<file path="src/common/tbl_consts.svh">
/* banked lookup table constants */
`ifndef TBL_CONSTS_SVH
`define TBL_CONSTS_SVH

// ==========================================================================
// table geometry
// ==========================================================================

// number of banks, one-hot request width
`define TBL_BANKS       4

// bank select field, upper bits of the table address
`define TBL_BANK_BITS   2

// entries per bank, as an address width
`define TBL_ENTRY_BITS  6

// stored word width
`define TBL_DATA_BITS   16

`endif

</file>
<file path="src/common/tblPkg.sv">
/* lookup table types */
`include "tbl_consts.svh"

package tblPkg;

    // field widths of the table address
    localparam int BANK_W  = `TBL_BANK_BITS;
    localparam int ENTRY_W = `TBL_ENTRY_BITS;
    localparam int ADDR_W  = BANK_W + ENTRY_W;

    // ======================================================================
    // table address, flat index or bank/entry split
    // ======================================================================
    // bank sits in the upper bits, entry in the lower bits
    typedef union packed {
        logic [ADDR_W-1:0] flat;
        struct packed {
            logic [BANK_W-1:0]  bank;
            logic [ENTRY_W-1:0] entry;
        } fields;
    } tblAddrU;

endpackage

</file>
<file path="src/design/resultCollect.sv">
/* result collector */
`timescale 1ns/100ps
`include "tbl_consts.svh"

module resultCollect (
    input  logic                                        clockCore,
    input  logic                                        resetCore,
    // dispatched command, one-hot per bank
    input  logic [`TBL_BANKS-1:0]                       cmdReq,
    input  logic                                        cmdRd,
    input  tblPkg::tblAddrU                             cmdBankSel,
    // per-bank results
    input  logic [`TBL_BANKS-1:0][`TBL_DATA_BITS-1:0]   bankCmdRdData,
    input  logic [`TBL_BANKS-1:0]                       bankCpuAck,
    input  logic [`TBL_BANKS-1:0][`TBL_DATA_BITS-1:0]   bankCpuRdData,
    // merged streams
    output logic [`TBL_DATA_BITS-1:0]                   cmdRdData,
    output logic                                        cmdRdValid,
    output logic                                        cpuAck,
    output logic [`TBL_DATA_BITS-1:0]                   cpuRdData
);

    logic                           rdStrobe;
    logic                           rdVldD1;
    logic                           rdVldD2;
    logic [tblPkg::BANK_W-1:0]      bankD1;
    logic [tblPkg::BANK_W-1:0]      bankD2;

    // ======================================================================
    // command read return
    // ======================================================================
    assign rdStrobe = (|cmdReq) & cmdRd;

    // follow the bank read latency
    always_ff @(posedge clockCore or negedge resetCore) begin
        if (!resetCore) begin
            rdVldD1    <= 1'b0;
            rdVldD2    <= 1'b0;
            cmdRdValid <= 1'b0;
        end else begin
            rdVldD1    <= rdStrobe;
            rdVldD2    <= rdVldD1;
            cmdRdValid <= rdVldD2;
        end
    end

    always_ff @(posedge clockCore) begin
        bankD1 <= cmdBankSel.fields.bank;
        bankD2 <= bankD1;
        // hold last word between reads
        if (rdVldD2) begin
            cmdRdData <= bankCmdRdData[bankD2];
        end
    end

    // ======================================================================
    // cpu ack merge
    // ======================================================================
    // one cpu request at a time, so at most one bank acks
    assign cpuAck = |bankCpuAck;

    always_comb begin
        cpuRdData = '0;
        for (int b = 0; b < `TBL_BANKS; b++) begin
            if (bankCpuAck[b]) begin
                cpuRdData = cpuRdData | bankCpuRdData[b];
            end
        end
    end

endmodule

</file>
<file path="config.mk">
export PLATFORM = sky130hd
export DESIGN_NAME = resultCollect
export DESIGN_NICKNAME = d
export VERILOG_FILES = /design/src/common/tblPkg.sv /design/src/design/resultCollect.sv
export VERILOG_INCLUDE_DIRS = /design/src /design/src/common
export SDC_FILE = /design/constraint.sdc
export NUM_CORES = 1
export LEC_CHECK = 0
export ABC_AREA = 1
export BUFFER_PORTS_ARGS = -buffer_cell sky130_fd_sc_hd__clkbuf_2
export CAP_MARGIN = 20
export CORE_MARGIN = 5
export CORE_UTILIZATION = 40
export CTS_BUF_LIST = sky130_fd_sc_hd__clkbuf_8
export DETAILED_ROUTE_END_ITERATION = 10
export HOLD_SLACK_MARGIN = 0.02
export PLACE_DENSITY = 0.88
export SETUP_SLACK_MARGIN = 0.3
export SYNTH_ARGS = -nofsm -noshare
export SYNTH_HDL_FRONTEND = slang
export SYNTH_SLANG_ARGS = --single-unit
</file>
<file path="constraint.sdc">
create_clock -name clockCore -period 3.2 [get_ports clockCore]
set_clock_uncertainty 0.2 [all_clocks]
set_input_delay 0.48 -clock clockCore [delete_from_list [all_inputs] [get_ports clockCore]]
set_output_delay 0.48 -clock clockCore [all_outputs]
set_load 0.05 [all_outputs]
</file>
Word-level counts from Yosys, hierarchy flattened. Cells that the tools add are included.

Magnitude comparators: 1. Mux-type cells: 6. Bitwise logic cells: 4. Reduce and logical (&&, ||, !) cells: 2.

Operators by type and width (number): 2-to-1 mux 16 bit (5); OR 16 bit (3); binary-select mux 16 bit (select 2 bit) (1); OR reduction 4 bit (2); < comparator 2 x 3 -> 1 bit (second input constant) (1); AND 1 bit (1).

Bits in registers: 23. Bits of input ports: 147. Output and inout port bits: 34. Logic and storage cells: 19.

Depth between registers and ports, before layout.
Depth after elaboration: 7. Depth in mapped cells: 6. Depth with buffers taken out: 4.

Worst setup path after synthesis. Ideal clock, no wire load.

Path type: in2out. Start point: in bankCpuAck[3]. End point: out cpuRdData[10]. Arrival time: 1312 ps. Required time: 2520 ps. Path slack: 1208 ps. Cell stages on the path: 4. Cell sequence: buf_2 > buf_4 > nand2_1 > nand4_1.

Longest elaborated chain between the ends: 1.

Ends and longest elaborated chain: from (decl) (line resultCollect.sv:14) `` input logic [`TBL_BANKS-1:0] bankCpuAck, ``; 2-to-1 mux 16 bit (line resultCollect.sv:65) `if (bankCpuAck[b]) begin`; to (decl) (line resultCollect.sv:20) `` output logic [`TBL_DATA_BITS-1:0] cpuRdData ``.

No other way between the ends.

Worst setup path after layout.
Start point: in bankCpuAck[3]. End point: out cpuRdData[0].

Same word-level chain as after synthesis.

==> impl_metrics.json <==
{
  "leakage_nw": 1.79,
  "postCtsSetupRepairBufs": 0,
  "io_buffers": 174,
  "drtPass1Iterations": 4,
  "ys_ff_latch": 23,
  "clock_sinks": 23,
  "syn_to_final_growth_pct": 46.7,
  "core_area_um2": 4410,
  "synth_area_um2": 1850,
  "hold_violations": 0,
  "startpoint_type": "input port",
  "fin_tns_setup_ns": 0,
  "ys.flop_type": "edfxtp_1",
  "cts_tree": "built",
  "root_buffer": "clkbuf_8",
  "yosys.area.top_type": "nand2_1",
  "synth_nets": 452,
  "grt_usage_pct": 19.6,
  "yosysSeqAreaShare_pct": 34.3,
  "synth_area_leaders": "nand2_1 (29%), edfxtp_1 (26%), inv_1 (13%), nand3_1 (8.6%), nand4_1 (5.4%)",
  "worstSetupEndpointType": "primary output",
  "r2r-start": "bankD2[0]",
  "crit_required_ns": 2.52,
  "drtIter0Drc": 88,
  "hold_ws_ns": 0.128,
  "nets": 616,
  "grt_pass1_vias": 2273,
  "cts_buffer_depth": 2,
  "min_period_ns": 2.01,
  "pwr-share-seq_pct": 39.4,
  "die_height_um": 78.1,
  "gp_congestion": 0.842,
  "synth-edff-count": 16,
  "antenna_found_initial": 0,
  "final_max_slew_viol_count": 0,
  "p_total_mw": 0.928,
  "ioPinCount": 181,
  "synthArstFlopShare_pct": 13.0,
  "diodes": 0,
  "start_util_pct": 42.0,
  "rsz0062_at_grt": "no",
  "synth_commonest_cells": "nand2_1 (145), inv_1 (64), nand3_1 (32)",
  "die-width_um": 78.1,
  "syn_inst": 305,
  "path_class": "input port to primary output",
  "routed_wl_um": 6300,
  "finalWorstSetupSlack_ns": 1.19,
  "num_rows": 24,
  "grt_pass1_wl_um": 9960,
  "yosysUniqueCellTypes": 14,
  "placed_area_um2": 2660,
  "final_area_um2": 2720,
  "synth_top_area_share_pct": 29.4,
  "switching_share_pct": 39.1,
  "power_density_nw_per_um2": 341,
  "max_freq_mhz": 499,
  "maxCapViolations": 0,
  "min_path_type": "input port to register",
  "min-delay-start": "cmdBankSel[7]",
  "h-tree-depth": 1,
  "power_frac_clock_pct": 18.2,
  "drc": 0,
  "via_per_inst": 4.57,
  "critPathMaxFanout": 17,
  "maxSlewHeadroom_pct": 56.9,
  "wl_per_cell_um": 12.1,
  "finalSetupViolCount": 0,
  "grt_max_degree": 33,
  "arrival_ns": 1.33,
  "layout-drive-gt1-share_pct": 38.7,
  "vias": 2377,
  "irDropWorstVdd_uv": 148,
  "clkTransAtPathRegs_ns": 0.07,
  "ys_warn_count": 0,
  "combPwrFrac_pct": 42.4,
  "startpoint": "bankCpuAck[3]",
  "syn_area_per_cell_um2": 6.08,
  "cts_buffers": 3,
  "die_area_um2": 6090,
  "period_share_pct": 62.7,
  "p_int_mw": 0.565,
  "status": "complete, no violations",
  "place_hpwl_um": 5400,
  "p_sw_mw": 0.362,
  "insertion_delay_ns": 0.26,
  "tightest_slew_ns": 0.647,
  "grt_overflow": 0,
  "post-place-ws_ns": 1.20,
  "synth_most_common_cell": "nand2_1",
  "ant_nets": 0
}
==> worst max-delay path, cell delays in order <==
cell and delay, ns:
clkbuf_2 0.30, nand2_1 0.12, nand4_1 0.13, clkbuf_2 0.29
==> cell type report <==
type | count | area (um^2)
timing repair buffer | 177 | 896
fill | 425 | 1700
tap | 52 | 65.1
clock inverter | 1 | 3.75
sequential | 23 | 636
inverter | 66 | 250
clock buffer | 3 | 41.3
multi-input combinational | 198 | 827
==> logic make-up after synthesis <==
family | synth area share, %
buf+inv | 21.1
simple gates | 44.2
compound gates | 0.405
flops | 34.3
==> per-stage QoR <==
stage	std cells	utilization [%]
after floorplan	305	-
after global placement	515	60.3
after detailed placement	515	60.3
after CTS	520	61.6
after global routing	520	61.6
final	520	61.6
==> placed cells by master, fill, tap and decap left out, drive strengths merged <==
cell type,netlist,layout
a21boi,1,1
buf,18,2
clkbuf,0,177
dfrtp,3,3
dfxtp,4,4
dlygate4sd3,0,1
edfxtp,16,16
inv,66,67
nand2,145,145
nand3,32,32
nand4,16,16
nor2,4,4
==> registers in the layout, indices dropped and copies added (netlist names) <==
signal and flops:
bankD1 2, bankD2 2, rdVldD1 1, rdVldD2 1
cmdRdData 16, cmdRdValid 1
==> repair_timing <==
item | 4_1_cts | 5_1_grt
hold buffers | 1 | 0
hold endpoints to repair | 3 | 0
resized for setup | 0 | 0
==> power groups by stage <==
stage                     Sequential, mW  Combinational [mW]  Clock [mW]
after global placement             0.371               0.389           0
after detailed placement           0.373               0.395           0
after global routing               0.369               0.428       0.186
after floorplan                    0.451               0.182           0
final                              0.366               0.394       0.168
after CTS                          0.366               0.397       0.173
==> worst paths after layout <==
check	endpoint	slack, ns	cells past startpoint
worst max-delay path	cpuRdData[0]	1.19	4
worst min-delay path	bankD1[1]	0.13	1
worst max register to register	cmdRdData[11]	1.54	4
worst min register to register	bankD2[0]	0.13	0
max in group asynchronous	rdVldD2	2.34	2
min in group asynchronous	cmdRdValid	0.35	2
==> routing by layer <==
layer	vias up	global-route usage, %	routed length (um)
li1	1237	-	-
met1	1004	23.0	2210
met2	126	35.7	3270
met3	10	4.00	690
met4	0	5.57	127
met5	-	0	0
Note: power is estimated with default switching activity, not from simulation.
