===== src/common/tbl_consts.svh =====
/* banked lookup table constants */
`ifndef TBL_CONSTS_SVH
`define TBL_CONSTS_SVH

// ==========================================================================
// table geometry
// ==========================================================================

// number of banks, one-hot request width
`define TBL_BANKS       4

// bank select field, upper bits of the table address
`define TBL_BANK_BITS   2

// entries per bank, as an address width
`define TBL_ENTRY_BITS  6

// stored word width
`define TBL_DATA_BITS   16

`endif


===== src/bank/flopMem.sv =====
/* single-port flop memory */
`timescale 1ns/100ps
`include "tbl_consts.svh"

// two-cycle read, address and data both registered
module flopMem (
    input  logic                            clockCore,
    input  logic                            enable,
    input  logic                            wr,
    input  logic [`TBL_ENTRY_BITS-1:0]      addr,
    input  logic [`TBL_DATA_BITS-1:0]       wrData,
    output logic [`TBL_DATA_BITS-1:0]       rdData
);

    logic [`TBL_DATA_BITS-1:0]      store [0:(1 << `TBL_ENTRY_BITS)-1];
    logic [`TBL_ENTRY_BITS-1:0]     rdAddrQ;

    // ======================================================================
    // write port
    // ======================================================================
    always_ff @(posedge clockCore) begin
        if (enable && wr) begin
            store[addr] <= wrData;
        end
    end

    // ======================================================================
    // read port
    // ======================================================================
    // first stage, hold address of last read
    always_ff @(posedge clockCore) begin
        if (enable && !wr) begin
            rdAddrQ <= addr;
        end
    end

    // second stage, array output flop
    // a write landing on the same edge is not seen here
    always_ff @(posedge clockCore) begin
        rdData <= store[rdAddrQ];
    end

endmodule


===== src/bank/tableBank.sv =====
/* bank controller */
`timescale 1ns/100ps
`include "tbl_consts.svh"

// command stream has priority, cpu fills idle cycles
module tableBank (
    input  logic                            clockCore,
    input  logic                            resetCore,
    // command side
    input  logic                            ctrlMemReq,
    input  logic                            ctrlMemRd,
    input  logic [`TBL_ENTRY_BITS-1:0]      ctrlMemAddr,
    input  logic [`TBL_DATA_BITS-1:0]       ctrlMemWrData,
    output logic [`TBL_DATA_BITS-1:0]       ctrlMemRdData,
    // cpu side, level request
    input  logic                            cpuMemReq,
    input  logic                            cpuMemRd,
    input  logic [`TBL_ENTRY_BITS-1:0]      cpuMemAddr,
    input  logic [`TBL_DATA_BITS-1:0]       cpuMemWrData,
    output logic                            cpuMemAck,
    output logic [`TBL_DATA_BITS-1:0]       cpuMemRdData
);

    // cpu request tracking
    logic                           cpuReqD1;
    logic                           cpuReqD2;
    logic                           cpuRise;
    logic                           cpuPending;
    logic                           cpuAccept;
    logic                           cpuRdIssue;
    logic                           cpuWrIssue;
    logic                           cpuRdQ;
    logic [`TBL_ENTRY_BITS-1:0]     cpuAddrQ;
    logic [`TBL_DATA_BITS-1:0]      cpuWrDataQ;
    logic                           cpuWrDone;
    logic                           cpuRdD1;
    logic                           cpuRdD2;

    // command pipeline for forwarding
    logic                           ctrlReqF1;
    logic                           ctrlReqF2;
    logic                           ctrlRdF1;
    logic                           ctrlRdF2;
    logic [`TBL_ENTRY_BITS-1:0]     ctrlAddrF1;
    logic [`TBL_ENTRY_BITS-1:0]     ctrlAddrF2;
    logic [`TBL_DATA_BITS-1:0]      ctrlWrDataF1;
    logic                           fwdHit;

    // memory port
    logic                           memEnable;
    logic                           memWr;
    logic [`TBL_ENTRY_BITS-1:0]     memAddr;
    logic [`TBL_DATA_BITS-1:0]      memWrData;
    logic [`TBL_DATA_BITS-1:0]      memRdData;

    // ======================================================================
    // cpu request edge capture
    // ======================================================================
    always_ff @(posedge clockCore or negedge resetCore) begin
        if (!resetCore) begin
            cpuReqD1 <= 1'b0;
            cpuReqD2 <= 1'b0;
        end else begin
            cpuReqD1 <= cpuMemReq;
            cpuReqD2 <= cpuReqD1;
        end
    end

    // cpu holds these until ack
    always_ff @(posedge clockCore) begin
        cpuRdQ     <= cpuMemRd;
        cpuAddrQ   <= cpuMemAddr;
        cpuWrDataQ <= cpuMemWrData;
    end

    assign cpuRise = cpuReqD1 & ~cpuReqD2;

    // pending until an idle cycle
    always_ff @(posedge clockCore or negedge resetCore) begin
        if (!resetCore) begin
            cpuPending <= 1'b0;
        end else if (cpuAccept) begin
            cpuPending <= 1'b0;
        end else if (cpuRise) begin
            cpuPending <= 1'b1;
        end
    end

    // no command this cycle
    assign cpuAccept  = cpuPending & ~ctrlMemReq;
    assign cpuRdIssue = cpuAccept & cpuRdQ;
    assign cpuWrIssue = cpuAccept & ~cpuRdQ;

    // ======================================================================
    // memory arbitration
    // ======================================================================
    assign memEnable = ctrlMemReq | cpuAccept;
    assign memWr     = (ctrlMemReq & ~ctrlMemRd) | cpuWrIssue;
    assign memAddr   = ctrlMemReq ? ctrlMemAddr : cpuAddrQ;
    assign memWrData = ctrlMemReq ? ctrlMemWrData : cpuWrDataQ;

    flopMem mem (
        .clockCore (clockCore),
        .enable    (memEnable),
        .wr        (memWr),
        .addr      (memAddr),
        .wrData    (memWrData),
        .rdData    (memRdData)
    );

    // ======================================================================
    // command read path
    // ======================================================================
    always_ff @(posedge clockCore or negedge resetCore) begin
        if (!resetCore) begin
            ctrlReqF1 <= 1'b0;
            ctrlReqF2 <= 1'b0;
        end else begin
            ctrlReqF1 <= ctrlMemReq;
            ctrlReqF2 <= ctrlReqF1;
        end
    end

    always_ff @(posedge clockCore) begin
        ctrlRdF1     <= ctrlMemRd;
        ctrlRdF2     <= ctrlRdF1;
        ctrlAddrF1   <= ctrlMemAddr;
        ctrlAddrF2   <= ctrlAddrF1;
        ctrlWrDataF1 <= ctrlMemWrData;
    end

    // read then write to same entry on the next cycle
    // memory returns the old word, so take the write data instead
    assign fwdHit = ctrlReqF2 & ctrlRdF2 & ctrlReqF1 & ~ctrlRdF1
                  & (ctrlAddrF2 == ctrlAddrF1);

    assign ctrlMemRdData = fwdHit ? ctrlWrDataF1 : memRdData;

    // ======================================================================
    // cpu ack
    // ======================================================================
    always_ff @(posedge clockCore or negedge resetCore) begin
        if (!resetCore) begin
            cpuWrDone <= 1'b0;
            cpuRdD1   <= 1'b0;
            cpuRdD2   <= 1'b0;
            cpuMemAck <= 1'b0;
        end else begin
            cpuWrDone <= cpuWrIssue;
            cpuRdD1   <= cpuRdIssue;
            cpuRdD2   <= cpuRdD1;
            // write acks one cycle late, read two
            cpuMemAck <= cpuWrDone | cpuRdD2;
        end
    end

    // lines up with the read ack
    always_ff @(posedge clockCore) begin
        cpuMemRdData <= memRdData;
    end

endmodule


===== config.mk =====
export PLATFORM = sky130hd
export DESIGN_NAME = tableBank
export DESIGN_NICKNAME = d
export VERILOG_FILES = /design/src/bank/flopMem.sv /design/src/bank/tableBank.sv
export VERILOG_INCLUDE_DIRS = /design/src /design/src/common
export SDC_FILE = /design/constraint.sdc
export NUM_CORES = 1
export LEC_CHECK = 0
export BUFFER_PORTS_ARGS = -buffer_cell sky130_fd_sc_hd__buf_2
export CAP_MARGIN = 20
export CORE_AREA = 2 2 350 352
export DETAILED_ROUTE_END_ITERATION = 10
export DIE_AREA = 0 0 352 354
export PLACE_DENSITY = 0.49
export SYNTH_ARGS = -nofsm -noshare
export SYNTH_HDL_FRONTEND = slang
export SYNTH_SLANG_ARGS = --single-unit

===== constraint.sdc =====
create_clock -name clockCore -period 2.7 [get_ports clockCore]
set_input_delay 0.81 -clock clockCore [delete_from_list [all_inputs] [get_ports clockCore]]
set_output_delay 0.81 -clock clockCore [all_outputs]
set_load 0.005 [all_outputs]

# --- Yosys cells after proc, flatten, opt, wreduce, memory -nomap -nowiden ---
# Memory sizes are Yosys's and may differ from the RTL's. A register that Yosys moved wholly into a read port is not among the register bits.
# Index checks and enable logic that the tools add are counted.
totals:
  regBits: 84
  ramBits: 1024
  wordCells: 49
  mem_count: 1
op_classes:
  eq_ne: 1
  mux: 7
  n_bitwise: 17
  reduce_logical: 4
mem_list:
  columns: ["memory", "words", "width", "rd", "rd_ports_with_merged_regs", "wr", "line", "source"]
  rows:
  - ["mem.store", 64, 16, 1, 1, 1, "flopMem.sv:15", "logic [`TBL_DATA_BITS-1:0] store [0:(1 << `TBL_ENTRY_BITS)-1];"]
op_table:
  columns: ["cell", "count"]
  rows:
  - ["16-bit 2-to-1 mux", 2]
  - ["1-bit AND", 9]
  - ["6-bit equality test", 1]
  - ["6-bit 2-to-1 mux", 1]
  - ["1-bit inverter", 5]
  - ["1-bit 2-to-1 mux", 4]
  - ["1-bit bitwise OR", 3]
  - ["1-bit logical AND", 2]
  - ["2-bit nonzero test", 1]
  - ["1-bit zero test", 1]

# --- Logic depth before layout (Yosys ltp) ---
depth:
  depth_word: 7
  ltp_mapped: 10
  ltp_nobuf: 5

# --- Cells and area by module ---
# Synthesis repeated with hierarchy kept, for this count alone.
hier_totals:
  hier_cells: 1860
  hier_area_um2: 41961.5
by_module_without_submodules:
  columns: ["mod", "instances", "cells_each", "area_per_inst_um2", "seq_area_each_um2"]
  rows:
  - ["flopMem", 1, 1722, 39716.8, 31250.0]
  - ["tableBank", 1, 138, 2244.7, 1606.5]

# --- Worst setup path before layout ---
# OpenSTA, ideal clock, no wires.
synth_timing:
  path_type: "input port to flip-flop"
  from: "input ctrlMemReq"
  to: "memory mem.store[32][0] (netlist name), enable pin"
  setup_ps: 389
  t_arrival_ps: 2480
  required_time_ps: 2311
  setup_slack_ps: -168
  path_stages: 5
  path_buffers: 1
  path_cell_list: "buf_2 -> mux2_2 -> nor2_1 -> nand2_1 -> nor2_1"
synth_rtl:
  columns: ["item", "line", "source"]
  rows:
  - ["from (decl)", "tableBank.sv:10", "input logic ctrlMemReq,"]
  - ["6-bit 2-to-1 mux", "tableBank.sv:99", "assign memAddr = ctrlMemReq ? ctrlMemAddr : cpuAddrQ;"]
  - ["via mem.addr[0]", "flopMem.sv:10", "input logic [`TBL_ENTRY_BITS-1:0] addr,"]
  - ["to (decl)", "flopMem.sv:15", null]
# The timed path passes the listed nets, and every way through them passes these cells.

# --- Worst setup path after layout ---
layout_timing:
  from: "register ctrlAddrF1[5]"
  to: "output ctrlMemRdData[9]"
layout_between:
  elab_chain_len: 3
layout_rtl:
  columns: ["item", "line", "source"]
  rows:
  - ["from (decl)", "tableBank.sv:44", "logic [`TBL_ENTRY_BITS-1:0] ctrlAddrF1;"]
  - ["from (signal assigned)", "tableBank.sv:127", "ctrlAddrF1 <= ctrlMemAddr;"]
  - ["6-bit equality test", "tableBank.sv:135", "& (ctrlAddrF2 == ctrlAddrF1);"]
  - ["1-bit AND", "tableBank.sv:135", null]
  - ["16-bit 2-to-1 mux", "tableBank.sv:137", "assign ctrlMemRdData = fwdHit ? ctrlWrDataF1 : memRdData;"]
  - ["to (decl)", "tableBank.sv:14", "output logic [`TBL_DATA_BITS-1:0] ctrlMemRdData,"]
# Every way passes these cells.

==> flow_summary.yaml <==
setup_path:
  worst-r2r-setup-slack_ps: 30
  cp-startpoint: "ctrlAddrF1[5]"
  cp_data_required_time_ps: 1890
  r2r_end: "mem.rdData[1]"
  crit_type: "flop to output pin"
  worst_setup_path_end_kind: "output pin"
  cp_max_fo: 16
  rr_worst_depth: 8
  crit_path_start_kind: "flop"
  reg2reg_from: "mem.rdAddrQ[0]"
  arrival_ps: 2200
  worstSetupEndpoint: "ctrlMemRdData[9]"
timing:
  hold_violations: 0
  grt_setup_unrepaired: "yes"
  drv_slew: 0
  finalSetupViolations: 16
  slew_headroom: 0.445
  timing.fmax_mhz: 333
  timing.final.ws_setup_ps: -306
  fin_worst_skew_ps: 29.3
  fin_crit_ps: 3010
  finalCritPeriodShare: 1.11
  tightest_slew_ps: 830
  fin_tns_setup_ps: -4720
hold_path:
  min_path_type: "primary input to flop"
cts:
  cts_buffers: 114
  htree_levels: 3
  cts_sinks: 1124
  clk_root_buffer_cell: "clkbuf_16"
  clockBufferDepth: 3
  clk_pin_slew_ps: 60
  clk_latency_ps: 700
  cts_tree: "yes"
run_status:
  violations: "setup timing"
  status: "finished, violations left"
global_route:
  busiest_layer: "met2"
  globalRouteMet3Util: 0.0277
  gr-total-overflow: 0
  grt_pass1_wl_mm: 159
  grtUsageMet1: 0.244
  met2_usage: 0.300
  antenna_found_initial: 4
  grt_pass1_vias: 21200
  grt_max_degree: 65
  grt.total_usage: 0.178
floorplanning:
  io_pins: 83
  initial_core_util: 0.348
  core_um2: 121000
  rows: 128
  die_h_um: 354
  die_w_um: 352
  dieArea_um2: 125000
power_and_ir_drop:
  p_leak_nw: 16.5
  powerDensity_nw_per_um2: 735
  finalPower_mw: 37.3
  peakVddDrop_uv: 420
routing:
  drtAntennaViolNets: 0
  drc: 0
  wl_per_cell_um: 28.1
  firstDrtPassIters: 7
  vias: 20600
  avgViaCountPerCell: 5.14
  first_iter_violations: 2034
  routed_wl_mm: 113
synth:
  synth.top_cell.area_share: 0.734
  syn_area_per_cell_um2: 21.7
  post-synth-top-count-cell: "edfxtp_1"
  synthCells: 1942
  synthArstFlopShare: 0.00801
  synth.distinct_cells: 43
  netlist_top_cells_count: "1030 x edfxtp_1, 240 x mux4_2, 107 x nor2_1, 85 x dfxtp_1, 75 x mux2_2"
  syn_nets: 1992
  synth_seq_cells: 1124
  synth_flop_cell: "edfxtp_1"
  synth_edf_count: 1030
  yosysWarnings: 0
  ys_top_cells_by_area: "edfxtp_1 73%, mux4_2 13%, dfxtp_1 4.0%"
  ys_seq_area_frac: 0.780
  syn-cell-area_um2: 42100
  synth_top_cell_by_area: "edfxtp_1"
run:
  drv_cap: 0
placed_design:
  dp_hpwl_mm: 69.8
  gp_congestion: 0.837
  portBuffers: 82
final_layout:
  nFillCells: 10400
  fin_util: 0.420
  area_growth_syn_to_layout_pct: 20.6
  drive_above_1_share: 0.356
  layout.nets: 2335
[state kept, by name, summed over array words and instances, names as in the netlist, 6 cells and up]
register / count
mem.rdData: 16
cpuMemRdData: 16
cpuAddrQ: 6
ctrlAddrF1: 6
mem.rdAddrQ: 6
ctrlAddrF2: 6
ctrlWrDataF1: 16
mem.store: 1024
cpuWrDataQ: 16
[what timing repair did]
item | in CTS | in global routing
pin swaps | 1 | 1
gates cloned | 1 | 2
resized for setup | 12 | 10
setup buffers | 1 | 1
hold endpoints to repair | 9 | 0
hold buffers | 1 | 0
setup endpoints to repair | 28 | 25
[power by group]
part | switching [mW] | total (mW) | internal [mW] | leakage (nW)
registers | 0.0811 | 19.4 | 19.3 | 10.1
logic | 1.66 | 2.71 | 1.05 | 4.68
clock network | 6.48 | 15.2 | 8.75 | 1.77
total | 8.22 | 37.3 | 29.1 | 16.5
[per-stage QoR]
stage,setup slack (ps),instances,hold slack [ps],area (um2)
floorplan,-168,1942,322,42200
global placement,-283,3788,329,47000
detailed placement,-284,3788,336,47000
CTS,-389,4002,177,50700
global route,-478,4005,185,50800
finish,-306,4006,222,50800
[layout by cell type (no fill, tap or decap), drive strengths merged, types with 4 or more instances in the layout]
cell / n
edfxtp: 1030
buf: 320
mux4: 240
clkbuf: 149
nor2: 108
dfxtp: 85
mux2: 75
nand2: 59
mux2i: 52
clkinv: 47
a22oi: 34
nand3: 25
a211oi: 18
a21oi: 17
o22ai: 14
inv: 11
o2111ai: 9
dfrtp: 9
nor2b: 8
a221o: 7
clkinvlp: 7
a221oi: 7
o21ai: 6
bufinv: 6
o31ai: 5
nor3: 5
nand2b: 4
[layer usage]
layer / wire length, um / vias to the layer above
met4: 2300 / 0
met3: 5880 / 139
met5: 0 / -
met2: 56200 / 620
li1: - / 8750
met1: 48200 / 11100
[how the worst min path moves through the flow]
stage / cells past startpoint / start / slack [ps] / endpoint
4_1_cts: 1 / cpuMemAddr[1] / 180 / cpuAddrQ[1]
2_1_floorplan: 0 / ctrlRdF1 / 320 / ctrlRdF2
6_report: 1 / cpuMemAddr[1] / 220 / cpuAddrQ[1]
3_5_place_dp: 0 / mem.rdData[2] / 340 / cpuMemRdData[2]
5_1_grt: 1 / cpuMemWrData[1] / 180 / cpuWrDataQ[1]
3_3_place_gp: 0 / ctrlRdF1 / 330 / ctrlRdF2
[cell families after synthesis]
group                  after synthesis  share of synthesized area
XOR/XNOR                             6                    0.00125
buffers and inverters              104                     0.0141
AO/OA/AOI/OAI                      120                     0.0217
flip-flops                        1124                      0.780
AND/OR/NAND/NOR                    221                     0.0222
multiplexers                       367                      0.161
[area by class of cell]
type,instances,area (um2),area share
antenna,1,2.50,0.0000493
inverter,7,26.3,0.000517
timing repair buffer,324,3470,0.0683
clock buffer,147,3140,0.0619
sequential,1124,32900,0.647
tap,1625,2030,0.0400
multi-input combinational,714,8770,0.173
clock inverter,64,487,0.00958
[worst max-delay path, stage by stage, from the launching register on]
cell     delay [ps]
dfxtp_1         320
xor2_1          160
nor4_2          270
nand4_1         140
buf_6           200
mux2_2          290
buf_2           130
No activity file was read; power rests on OpenSTA's default activity.
