<file path="src/common/tbl_consts.svh">
/* banked lookup table constants */
`ifndef TBL_CONSTS_SVH
`define TBL_CONSTS_SVH

// ==========================================================================
// table geometry
// ==========================================================================

// number of banks, one-hot request width
`define TBL_BANKS       4

// bank select field, upper bits of the table address
`define TBL_BANK_BITS   2

// entries per bank, as an address width
`define TBL_ENTRY_BITS  6

// stored word width
`define TBL_DATA_BITS   16

`endif

</file>
<file path="src/common/tblPkg.sv">
/* lookup table types */
`include "tbl_consts.svh"

package tblPkg;

    // field widths of the table address
    localparam int BANK_W  = `TBL_BANK_BITS;
    localparam int ENTRY_W = `TBL_ENTRY_BITS;
    localparam int ADDR_W  = BANK_W + ENTRY_W;

    // ======================================================================
    // table address, flat index or bank/entry split
    // ======================================================================
    // bank sits in the upper bits, entry in the lower bits
    typedef union packed {
        logic [ADDR_W-1:0] flat;
        struct packed {
            logic [BANK_W-1:0]  bank;
            logic [ENTRY_W-1:0] entry;
        } fields;
    } tblAddrU;

endpackage

</file>
<file path="src/design/cmdDispatch.sv">
/* command and cpu dispatcher */
`timescale 1ns/100ps
`include "tbl_consts.svh"

module cmdDispatch (
    input  logic                                        clockCore,
    input  logic                                        resetCore,
    // command stream
    input  logic                                        cmdReq,
    input  logic                                        cmdRd,
    input  logic [tblPkg::ADDR_W-1:0]                   cmdAddr,
    input  logic [`TBL_DATA_BITS-1:0]                   cmdWrData,
    // cpu port
    input  logic                                        cpuReq,
    input  logic                                        cpuRd,
    input  logic [tblPkg::ADDR_W-1:0]                   cpuAddr,
    input  logic [`TBL_DATA_BITS-1:0]                   cpuWrData,
    // toward the banks
    output logic [`TBL_BANKS-1:0]                       bankCmdReq,
    output logic                                        bankCmdRd,
    output logic [`TBL_ENTRY_BITS-1:0]                  bankAddr,
    output logic [`TBL_DATA_BITS-1:0]                   bankWrData,
    output tblPkg::tblAddrU                             cmdBankSel,
    output logic [`TBL_BANKS-1:0]                       bankCpuReq,
    output logic                                        bankCpuRd,
    output logic [`TBL_ENTRY_BITS-1:0]                  bankCpuAddr,
    output logic [`TBL_DATA_BITS-1:0]                   bankCpuWrData
);

    logic                   cmdReqQ;
    logic                   cmdRdQ;
    tblPkg::tblAddrU        cmdAddrQ;
    logic [`TBL_DATA_BITS-1:0] cmdWrDataQ;
    logic                   cpuReqQ;
    logic                   cpuRdQ;
    tblPkg::tblAddrU        cpuAddrQ;
    logic [`TBL_DATA_BITS-1:0] cpuWrDataQ;

    // ======================================================================
    // input register stage
    // ======================================================================
    always_ff @(posedge clockCore or negedge resetCore) begin
        if (!resetCore) begin
            cmdReqQ <= 1'b0;
            cpuReqQ <= 1'b0;
        end else begin
            cmdReqQ <= cmdReq;
            cpuReqQ <= cpuReq;
        end
    end

    // payload, flat view in
    always_ff @(posedge clockCore) begin
        cmdRdQ        <= cmdRd;
        cmdAddrQ.flat <= cmdAddr;
        cmdWrDataQ    <= cmdWrData;
        cpuRdQ        <= cpuRd;
        cpuAddrQ.flat <= cpuAddr;
        cpuWrDataQ    <= cpuWrData;
    end

    // ======================================================================
    // bank decode
    // ======================================================================
    // one-hot strobe for commands, one-hot level for the cpu
    always_comb begin
        for (int b = 0; b < `TBL_BANKS; b++) begin
            bankCmdReq[b] = cmdReqQ && (int'(cmdAddrQ.fields.bank) == b);
            bankCpuReq[b] = cpuReqQ && (int'(cpuAddrQ.fields.bank) == b);
        end
    end

    // shared payload, entry view out
    assign bankCmdRd     = cmdRdQ;
    assign bankAddr      = cmdAddrQ.fields.entry;
    assign bankWrData    = cmdWrDataQ;
    assign bankCpuRd     = cpuRdQ;
    assign bankCpuAddr   = cpuAddrQ.fields.entry;
    assign bankCpuWrData = cpuWrDataQ;

    // collector needs the bank of each command
    assign cmdBankSel    = cmdAddrQ;

endmodule

</file>
<file path="config.mk">
export PLATFORM = sky130hd
export DESIGN_NAME = cmdDispatch
export DESIGN_NICKNAME = d
export VERILOG_FILES = /design/src/common/tblPkg.sv /design/src/design/cmdDispatch.sv
export VERILOG_INCLUDE_DIRS = /design/src /design/src/common
export SDC_FILE = /design/constraint.sdc
export NUM_CORES = 1
export LEC_CHECK = 0
export ABC_CLOCK_PERIOD_IN_PS = 1650
export BUFFER_PORTS_ARGS = -buffer_cell sky130_fd_sc_hd__buf_2
export CORE_UTILIZATION = 37
export DETAILED_ROUTE_END_ITERATION = 8
export MAX_ROUTING_LAYER = met4
export PLACE_DENSITY = 0.82
export SYNTH_ARGS = -nofsm -noshare
export SYNTH_HDL_FRONTEND = slang
export SYNTH_SLANG_ARGS = --single-unit
</file>
<file path="constraint.sdc">
create_clock -name clockCore -period 1.65 [get_ports clockCore]
set_clock_uncertainty 0.1 [all_clocks]
set_input_delay 0.2475 -clock clockCore [delete_from_list [all_inputs] [get_ports clockCore]]
set_output_delay 0.2475 -clock clockCore [all_outputs]
set_load 0.01 [all_outputs]
</file>
# [Yosys cells after proc, flatten, opt, wreduce, memory -nomap -nowiden]
# Index checks and enable logic that the tools add are counted.
[word_totals] elab_cells=24 inputBits=54 reg_bits=52
[classes] n_eq_ne=6 reduce_logical=10
[op_table] cell="2-bit == test, second input constant" count=4
[op_table] cell="1-bit logical AND" count=8
[op_table] cell="2-bit by 1-bit == test with 1-bit output, second input constant" count=2
[op_table] cell="2-bit logical NOT" count=2

# [Logic depth before layout (Yosys ltp)]
# Gate-level depths: netlist of the first run.
[logic_depth] depth_word=2 ltp_mapped=1

# [Worst setup path before layout of the first run]
# No wires, ideal clock.
[synth_path] kind="register to output" start="reg cmdAddrQ (netlist bit cmdBankSel[7])" end="out bankCmdReq[3]" arrival_ns=0.628 required_ns=1.302 path_stages_with_launch=2 setup_slack_ns=0.674 cell_sequence="dfxtp_1 > and3_2"
[synth_via] elab_chain_cells=2
[synth_lines] item="from (decl)" line="cmdDispatch.sv:32" text="tblPkg::tblAddrU cmdAddrQ;"
[synth_lines] item="2-bit by 1-bit == test with 1-bit output" line="cmdDispatch.sv:68" text="bankCmdReq[b] = cmdReqQ && (int'(cmdAddrQ.fields.bank) == b);"
[synth_lines] item="1-bit logical AND" line="cmdDispatch.sv:68"
[synth_lines] item="to (decl)" line="cmdDispatch.sv:19" text="output logic [`TBL_BANKS-1:0] bankCmdReq,"
# No other way between the ends.

# [Worst setup path after layout of the first run]
[layout_path] start="reg cmdReqQ" end="out bankCmdReq[3]"
[layout_via] elab_chain_cells=1
[layout_lines] item="from (decl)" line="cmdDispatch.sv:30" text="logic cmdReqQ;"
[layout_lines] item="from (signal assigned)" line="cmdDispatch.sv:47" text="cmdReqQ <= cmdReq;"
[layout_lines] item="1-bit logical AND" line="cmdDispatch.sv:68"
# No other way between the ends.

==> results of run 1 <==
sequential cells by signal (all words and copies together) (netlist names):
| signal | count |
|---|---|
| bankCmdRd | 1 |
| cpuReqQ | 1 |
| bankWrData | 16 |
| bankCpuRd | 1 |
| cpuAddrQ | 8 |
| bankCpuWrData | 16 |
| cmdReqQ | 1 |
| cmdBankSel | 8 |
stage by stage:
step                      utilization [%]  instances
after floorplan                         -         72
after global placement               57.1        219
after detailed placement             57.1        219
after CTS                            76.3        280
after global routing                 76.3        280
final                                76.3        280
per-layer routing:
layer,vias up,routed length (um)
met5,-,0
met4,0,82
met3,10,353
met2,72,2100
met1,482,1200
li1,541,-
worst paths after layout:
kind / startpoint / to / slack, ns
max: cmdReqQ / bankCmdReq[3] / 0.17
min: resetCore / cmdReqQ / 0.11
min in group clockCore: cpuWrData[8] / bankCpuWrData[8] / 0.42
max in group asynchronous: resetCore / cpuReqQ / 1.25
cell usage after synthesis, drive strengths merged:
cell type,instances
and3,2
nor3b,2
dfxtp,50
buf,12
and3b,4
dfrtp,2
where the power goes:
group	total, uW	internal, uW	switching, uW
clock	570	204	366
combinational	291	182	109
sequential	1350	1320	22.7
logic make-up after synthesis:
| family | synth area share, % |
|---|---|
| buf+inv | 7.41 |
| simple gates | 6.17 |
| flops | 86.4 |
area by class of cell:
| class | instances | area, um2 |
|---|---|---|
| multi-input cells | 8 | 75.1 |
| clock buffers | 6 | 51.3 |
| well taps | 44 | 55.1 |
| repair buffers | 168 | 1110 |
| flip-flops and latches | 52 | 1050 |
| clock inverters | 2 | 10.0 |
| fillers | 205 | 729 |
==> results.json, run 1 <==
{
  "fin_crit_ns": 1.48,
  "area_delta_synth_final_pct": 93.1,
  "avgSynthCellArea_um2": 16.9,
  "chipWidth_um": 59.3,
  "dp_slack_ns": 0.571,
  "clock.fmax_mhz": 678,
  "grtUsageMet2_pct": 41.9,
  "crit_path_end_kind": "primary output",
  "crit_type": "reg2out",
  "syn-instance-count": 72,
  "syn_nets": 126,
  "postPlaceCellArea_um2": 1760,
  "path_clk_slew_ns": 0.13,
  "finalCritPeriodShare_pct": 89.4,
  "viasPerCell": 3.95,
  "dieArea_um2": 3520,
  "layout_common_cells": "buf_2 (115), dlygate4sd3_1 (53), dfxtp_1 (50)",
  "gr-usage-met3_pct": 9.83,
  "htree_num_levels": 2,
  "drcViolationCount": 0,
  "postCtsSetupBuffers": 0,
  "grt_setup_unrepaired": "false",
  "grt_max_degree": 16,
  "grt-busiest-layer": "met2",
  "power.density_nw_per_um2": 940,
  "crit_family": "flip-flops",
  "ctsHoldBuffers": 53,
  "numCtsBuffers": 5,
  "synth_area_um2": 1220,
  "synth.distinct_cells": 6,
  "hold_violations": 0,
  "max-slew-margin-rel_pct": 89.8,
  "cap_violations": 0,
  "ios": 116,
  "ctsResizeCount": 0,
  "crit_buf_inv": 1,
  "netlist.area_leader.share_pct": 82.3,
  "whs_ns": 0.108,
  "final_common_cell": "buf_2",
  "antenna_found_initial": 0,
  "met1_usage_pct": 20.7,
  "crit_chain": "and3_2, buf_2",
  "cts.sinks": 52,
  "grt_usage_pct": 23.3,
  "die_h_um": 59.3,
  "cp.arrival_ns": 1.13,
  "diodes": 0,
  "drtPass1Iterations": 2,
  "vias": 1105,
  "grt_pass1_wl_mm": 5.43,
  "cp_num_cells": 2,
  "rows": 20,
  "core_area_um2": 3080,
  "synth.area.top_cells": "dfxtp_1 (82%), buf_4 (7.4%), dfrtp_1 (4.1%), and3b_1 (2.9%), nor3b_2 (2.1%)",
  "leakage_uw": 0.00121,
  "final_cell_area_um2": 2350,
  "cts_tree": "built",
  "routabilityCongestion": 0.650,
  "nNetsFinal": 289,
  "startpoint_type": "flip-flop",
  "final.setup.tns_ns": 0,
  "peakVddDrop_mv": 0.810,
  "initial_utilization_pct": 39.5,
  "avgRoutedWirePerCell_um": 13.3,
  "setup_ws_ns": 0.174,
  "yosys_warnings": 0,
  "cts_root_buf": "clkbuf_4",
  "yosysTopAreaCell": "dfxtp_1",
  "status": "completed",
  "grt-ovfl-total": 0,
  "drive_above_1_share_pct": 53.8,
  "critPathMaxStageDelay_ns": 0.42,
  "hold_class": "in2async",
  "ys_seq_area_share_pct": 86.4,
  "synth_seq_cells": 52,
  "post-dp-hpwl_mm": 1.99,
  "grt_pass1_vias": 1184,
  "setup_viol": 0,
  "wirelength_mm": 3.74,
  "io_buffers": 115,
  "maxSlewViolCount": 0,
  "cp_max_fo": 4,
  "antenna_left": 0,
  "tightestPinTransition_ns": 0.153,
  "clock_path_buffers": 2,
  "dr.first_iter.drc_count": 10,
  "critPathRequiredTime_ns": 1.30,
  "crit_slowest_cell": "dfrtp_1",
  "finalPower_uw": 2210
}
(Power assumes the default switching activity.)
==> run 2: changes to the inputs <==
--- a/config.mk
+++ b/config.mk
@@ -10,6 +10,7 @@
 export BUFFER_PORTS_ARGS = -buffer_cell sky130_fd_sc_hd__buf_2
 export CORE_UTILIZATION = 37
 export DETAILED_ROUTE_END_ITERATION = 8
+export HOLD_SLACK_MARGIN = 0.12
 export MAX_ROUTING_LAYER = met4
 export PLACE_DENSITY = 0.82
 export SYNTH_ARGS = -nofsm -noshare
==> results.json, run 2 (synthesized netlist as in run 1, its figures left out) <==
{
  "clock_path_buffers": 2,
  "crit_path_end_kind": "primary output",
  "hold_violations": 0,
  "post-dp-hpwl_mm": 1.99,
  "initial_utilization_pct": 39.5,
  "grt_pass1_wl_mm": 5.46,
  "status": "completed",
  "grt_setup_unrepaired": "false",
  "maxSlewViolCount": 0,
  "peakVddDrop_mv": 0.811,
  "nNetsFinal": 290,
  "cp_num_cells": 2,
  "avgRoutedWirePerCell_um": 13.3,
  "dp_slack_ns": 0.571,
  "area_delta_synth_final_pct": 93.9,
  "ios": 116,
  "core_area_um2": 3080,
  "grt_pass1_vias": 1197,
  "numCtsBuffers": 5,
  "crit_chain": "and3_2, buf_2",
  "drcViolationCount": 0,
  "dpl.cell_count": 219,
  "hold_end": "bankCpuWrData[8]",
  "crit_family": "flip-flops",
  "layout_common_cells": "buf_2 (115), dlygate4sd3_1 (54), dfxtp_1 (50)",
  "antenna_found_initial": 0,
  "fin_crit_ns": 1.48,
  "hold_class": "in2reg",
  "final_common_cell": "buf_2",
  "htree_num_levels": 2,
  "startpoint_type": "flip-flop",
  "max-slew-margin-rel_pct": 89.8,
  "wirelength_mm": 3.75,
  "finalCritPeriodShare_pct": 89.5,
  "chipWidth_um": 59.3,
  "dr.first_iter.drc_count": 11,
  "antenna_left": 0,
  "grt_usage_pct": 23.4,
  "leakage_uw": 0.00122,
  "io_buffers": 115,
  "dieArea_um2": 3520,
  "vias": 1108,
  "clock.fmax_mhz": 677,
  "cts.sinks": 52,
  "routabilityCongestion": 0.650,
  "cts_root_buf": "clkbuf_4",
  "viasPerCell": 3.94,
  "crit_slowest_cell": "dfrtp_1",
  "grt_max_degree": 16,
  "diodes": 0,
  "critPathRequiredTime_ns": 1.30,
  "final_cell_area_um2": 2360,
  "setup_viol": 0,
  "cts_tree": "built",
  "drtPass1Iterations": 2,
  "power.density_nw_per_um2": 937,
  "tightestPinTransition_ns": 0.153,
  "drive_above_1_share_pct": 53.6,
  "rows": 20,
  "final.setup.tns_ns": 0,
  "critPathMaxStageDelay_ns": 0.42,
  "cap_violations": 0,
  "cp.arrival_ns": 1.13,
  "setup_ws_ns": 0.174,
  "holdPathStages": 2,
  "min_from": "cpuWrData[8]",
  "ctsResizeCount": 0,
  "crit_buf_inv": 1,
  "cp_max_fo": 4,
  "finalPower_uw": 2210,
  "fin_cells": 281,
  "path_clk_slew_ns": 0.13,
  "die_h_um": 59.3,
  "postPlaceCellArea_um2": 1760,
  "crit_type": "reg2out",
  "grt-ovfl-total": 0
}
## run 2: what timing repair did
item	4_1_cts	5_1_grt
endpoints found under the hold margin	54	0
hold buffers	54	0
setup buffers	0	0
## run 2: final cells by class
class	count	area, um2
repair buffers	169	1120
flip-flops and latches	52	1050
fillers	202	719
multi-input cells	8	75.1
well taps	44	55.1
clock buffers	6	51.3
clock inverters	2	10.0
## run 2: per-stage QoR
| stage | hold WS (ns) | util, % |
|---|---|---|
| floorplan | -0.148 | - |
| global placement | -0.0634 | 57.1 |
| detailed placement | -0.0610 | 57.1 |
| CTS | 0.393 | 76.6 |
| global route | 0.376 | 76.6 |
| finish | 0.416 | 76.6 |
## run 2: power breakdown
part,total (uW),switching [uW],internal (uW)
combinational,292,109,183
sequential,1350,22.7,1320
clock,570,367,204
total,2210,499,1710
## run 2: how the worst max path moves through the flow
stage	start	end	slack, ns
floorplan	cmdBankSel[7]	bankCmdReq[3]	0.67
finish	cmdReqQ	bankCmdReq[3]	0.17
global placement	cmdReqQ	bankCmdReq[3]	0.60
global route	cmdBankSel[6]	bankCmdReq[2]	0.11
detailed placement	cmdReqQ	bankCmdReq[3]	0.57
CTS	cmdReqQ	bankCmdReq[3]	0.15
## run 2: per-layer routing
layer  up-vias  track usage (%)  part of all wire [%]
li1        543                -                     -
met1       483             20.7                    32
met2        72             42.2                    56
met3        10             9.83                   9.4
met4         0             11.6                   2.2
met5         -                -                     0
==> run 3: changes to the inputs <==
--- a/config.mk
+++ b/config.mk
@@ -7,7 +7,7 @@
 export NUM_CORES = 1
 export LEC_CHECK = 0
 export ABC_CLOCK_PERIOD_IN_PS = 1650
-export BUFFER_PORTS_ARGS = -buffer_cell sky130_fd_sc_hd__buf_2
+export BUFFER_PORTS_ARGS = -buffer_cell sky130_fd_sc_hd__clkbuf_2
 export CORE_UTILIZATION = 37
 export DETAILED_ROUTE_END_ITERATION = 8
 export HOLD_SLACK_MARGIN = 0.12
==> results.json, run 3 (synthesized netlist as in run 1, its figures left out) <==
{
  "postCtsSetupBuffers": 0,
  "status": "completed",
  "nNetsFinal": 290,
  "ctsHoldBuffers": 54,
  "crit_chain": "and3_2, clkbuf_2",
  "numCtsBuffers": 5,
  "startpoint_type": "flip-flop",
  "clock.fmax_mhz": 695,
  "fillCellCount": 207,
  "crit_type": "reg2out",
  "hold_class": "in2reg",
  "peakVddDrop_mv": 0.777,
  "dr.first_iter.drc_count": 17,
  "regArea_um2": 1050,
  "wirelength_mm": 3.58,
  "grt_pass1_vias": 1239,
  "routabilityCongestion": 0.647,
  "power.density_nw_per_um2": 936,
  "crit_slowest_cell": "dfrtp_1",
  "hold_violations": 0,
  "setup_ws_ns": 0.212,
  "cts_root_buf": "clkbuf_4",
  "core_area_um2": 3080,
  "grt_max_degree": 16,
  "initial_utilization_pct": 39.5,
  "multi_input_area_um2": 75.1,
  "cap_violations": 0,
  "max-slew-margin-rel_pct": 90.0,
  "critPathRequiredTime_ns": 1.30,
  "dp_slack_ns": 0.603,
  "grt-ovfl-total": 0,
  "cts.sinks": 52,
  "maxSlewViolCount": 0,
  "wl_met1_mm": 1.20,
  "chipWidth_um": 59.3,
  "io_buffers": 115,
  "leakage_uw": 0.00123,
  "area_delta_synth_final_pct": 93.9,
  "final.setup.tns_ns": 0,
  "final_common_cell": "clkbuf_2",
  "drtPass1Iterations": 3,
  "antenna_found_initial": 0,
  "finalCritPeriodShare_pct": 87.1,
  "setup_viol": 0,
  "grt_usage_pct": 22.8,
  "clock_path_buffers": 2,
  "fin_crit_ns": 1.44,
  "htree_num_levels": 2,
  "ios": 116,
  "wl_met3_um": 281,
  "cts_tree": "built",
  "met2RoutedLength_mm": 2.03,
  "ctsResizeCount": 0,
  "grt_setup_unrepaired": "false",
  "tightestPinTransition_ns": 0.150,
  "die_h_um": 59.3,
  "drive_above_1_share_pct": 53.6,
  "crit_path_end_kind": "primary output",
  "antenna_left": 0,
  "drcViolationCount": 0,
  "cp.arrival_ns": 1.09,
  "cp_max_fo": 4,
  "layout_common_cells": "clkbuf_2 (115), dlygate4sd3_1 (54), dfxtp_1 (50)",
  "dieArea_um2": 3520,
  "top_layer_used": "met4",
  "avgRoutedWirePerCell_um": 12.7,
  "rows": 20,
  "vias": 1123,
  "diodes": 0,
  "viasPerCell": 4.00,
  "grt_pass1_wl_mm": 5.40,
  "critPathMaxStageDelay_ns": 0.42,
  "path_clk_slew_ns": 0.14
}
run 3: cell types whose count changed in the layout (fill, tap and decap cells not counted), sizes merged:
cell	previous run	this run
buf	115	0
clkbuf	6	121
run 3: worst max-delay path: cells and delay by family (launching register included):
| kind | cells | cell delay, ns |
|---|---|---|
| DFF | 1 | 0.42 |
| buffers and inverters | 1 | 0.12 |
| and+or+nand+nor | 1 | 0.21 |
run 3: area by class of cell:
cell class / count / area share, %
timing repair buffer: 169 / 47.3
sequential: 52 / 44.6
multi-input combinational: 8 / 3.18
tap: 44 / 2.33
clock buffer: 6 / 2.18
clock inverter: 2 / 0.424
run 3: final timing paths:
check | from | end | slack (ns) | depth (start not counted)
worst max-delay path | cpuReqQ | bankCpuReq[3] | 0.21 | 2
worst min-delay path | cpuWrData[13] | bankCpuWrData[13] | 0.42 | 2
max in group asynchronous | resetCore | cpuReqQ | 0.66 | 3
min in group asynchronous | resetCore | cmdReqQ | 0.67 | 3
run 3: routing by layer:
layer / up-vias / global-route usage [%]
met5: - / -
met4: 0 / 10.5
met3: 8 / 7.86
met2: 70 / 42.1
met1: 500 / 20.7
li1: 545 / -
run 3: through the flow:
step	hold slack (ns)	util (%)	instances	total power (uW)	instance area (um2)
2_1_floorplan	-0.148	-	72	1440	1220
3_3_place_gp	-0.0620	57.1	219	1550	1760
3_5_place_dp	-0.0582	57.1	219	1560	1760
4_1_cts	0.399	76.6	281	2220	2360
5_1_grt	0.398	76.6	281	2310	2360
6_report	0.424	76.6	281	2210	2360
run 3: power by group:
part	switching, uW	total, uW	internal, uW
Clock	362	566	204
Sequential	26.8	1350	1320
Combinational	109	291	182
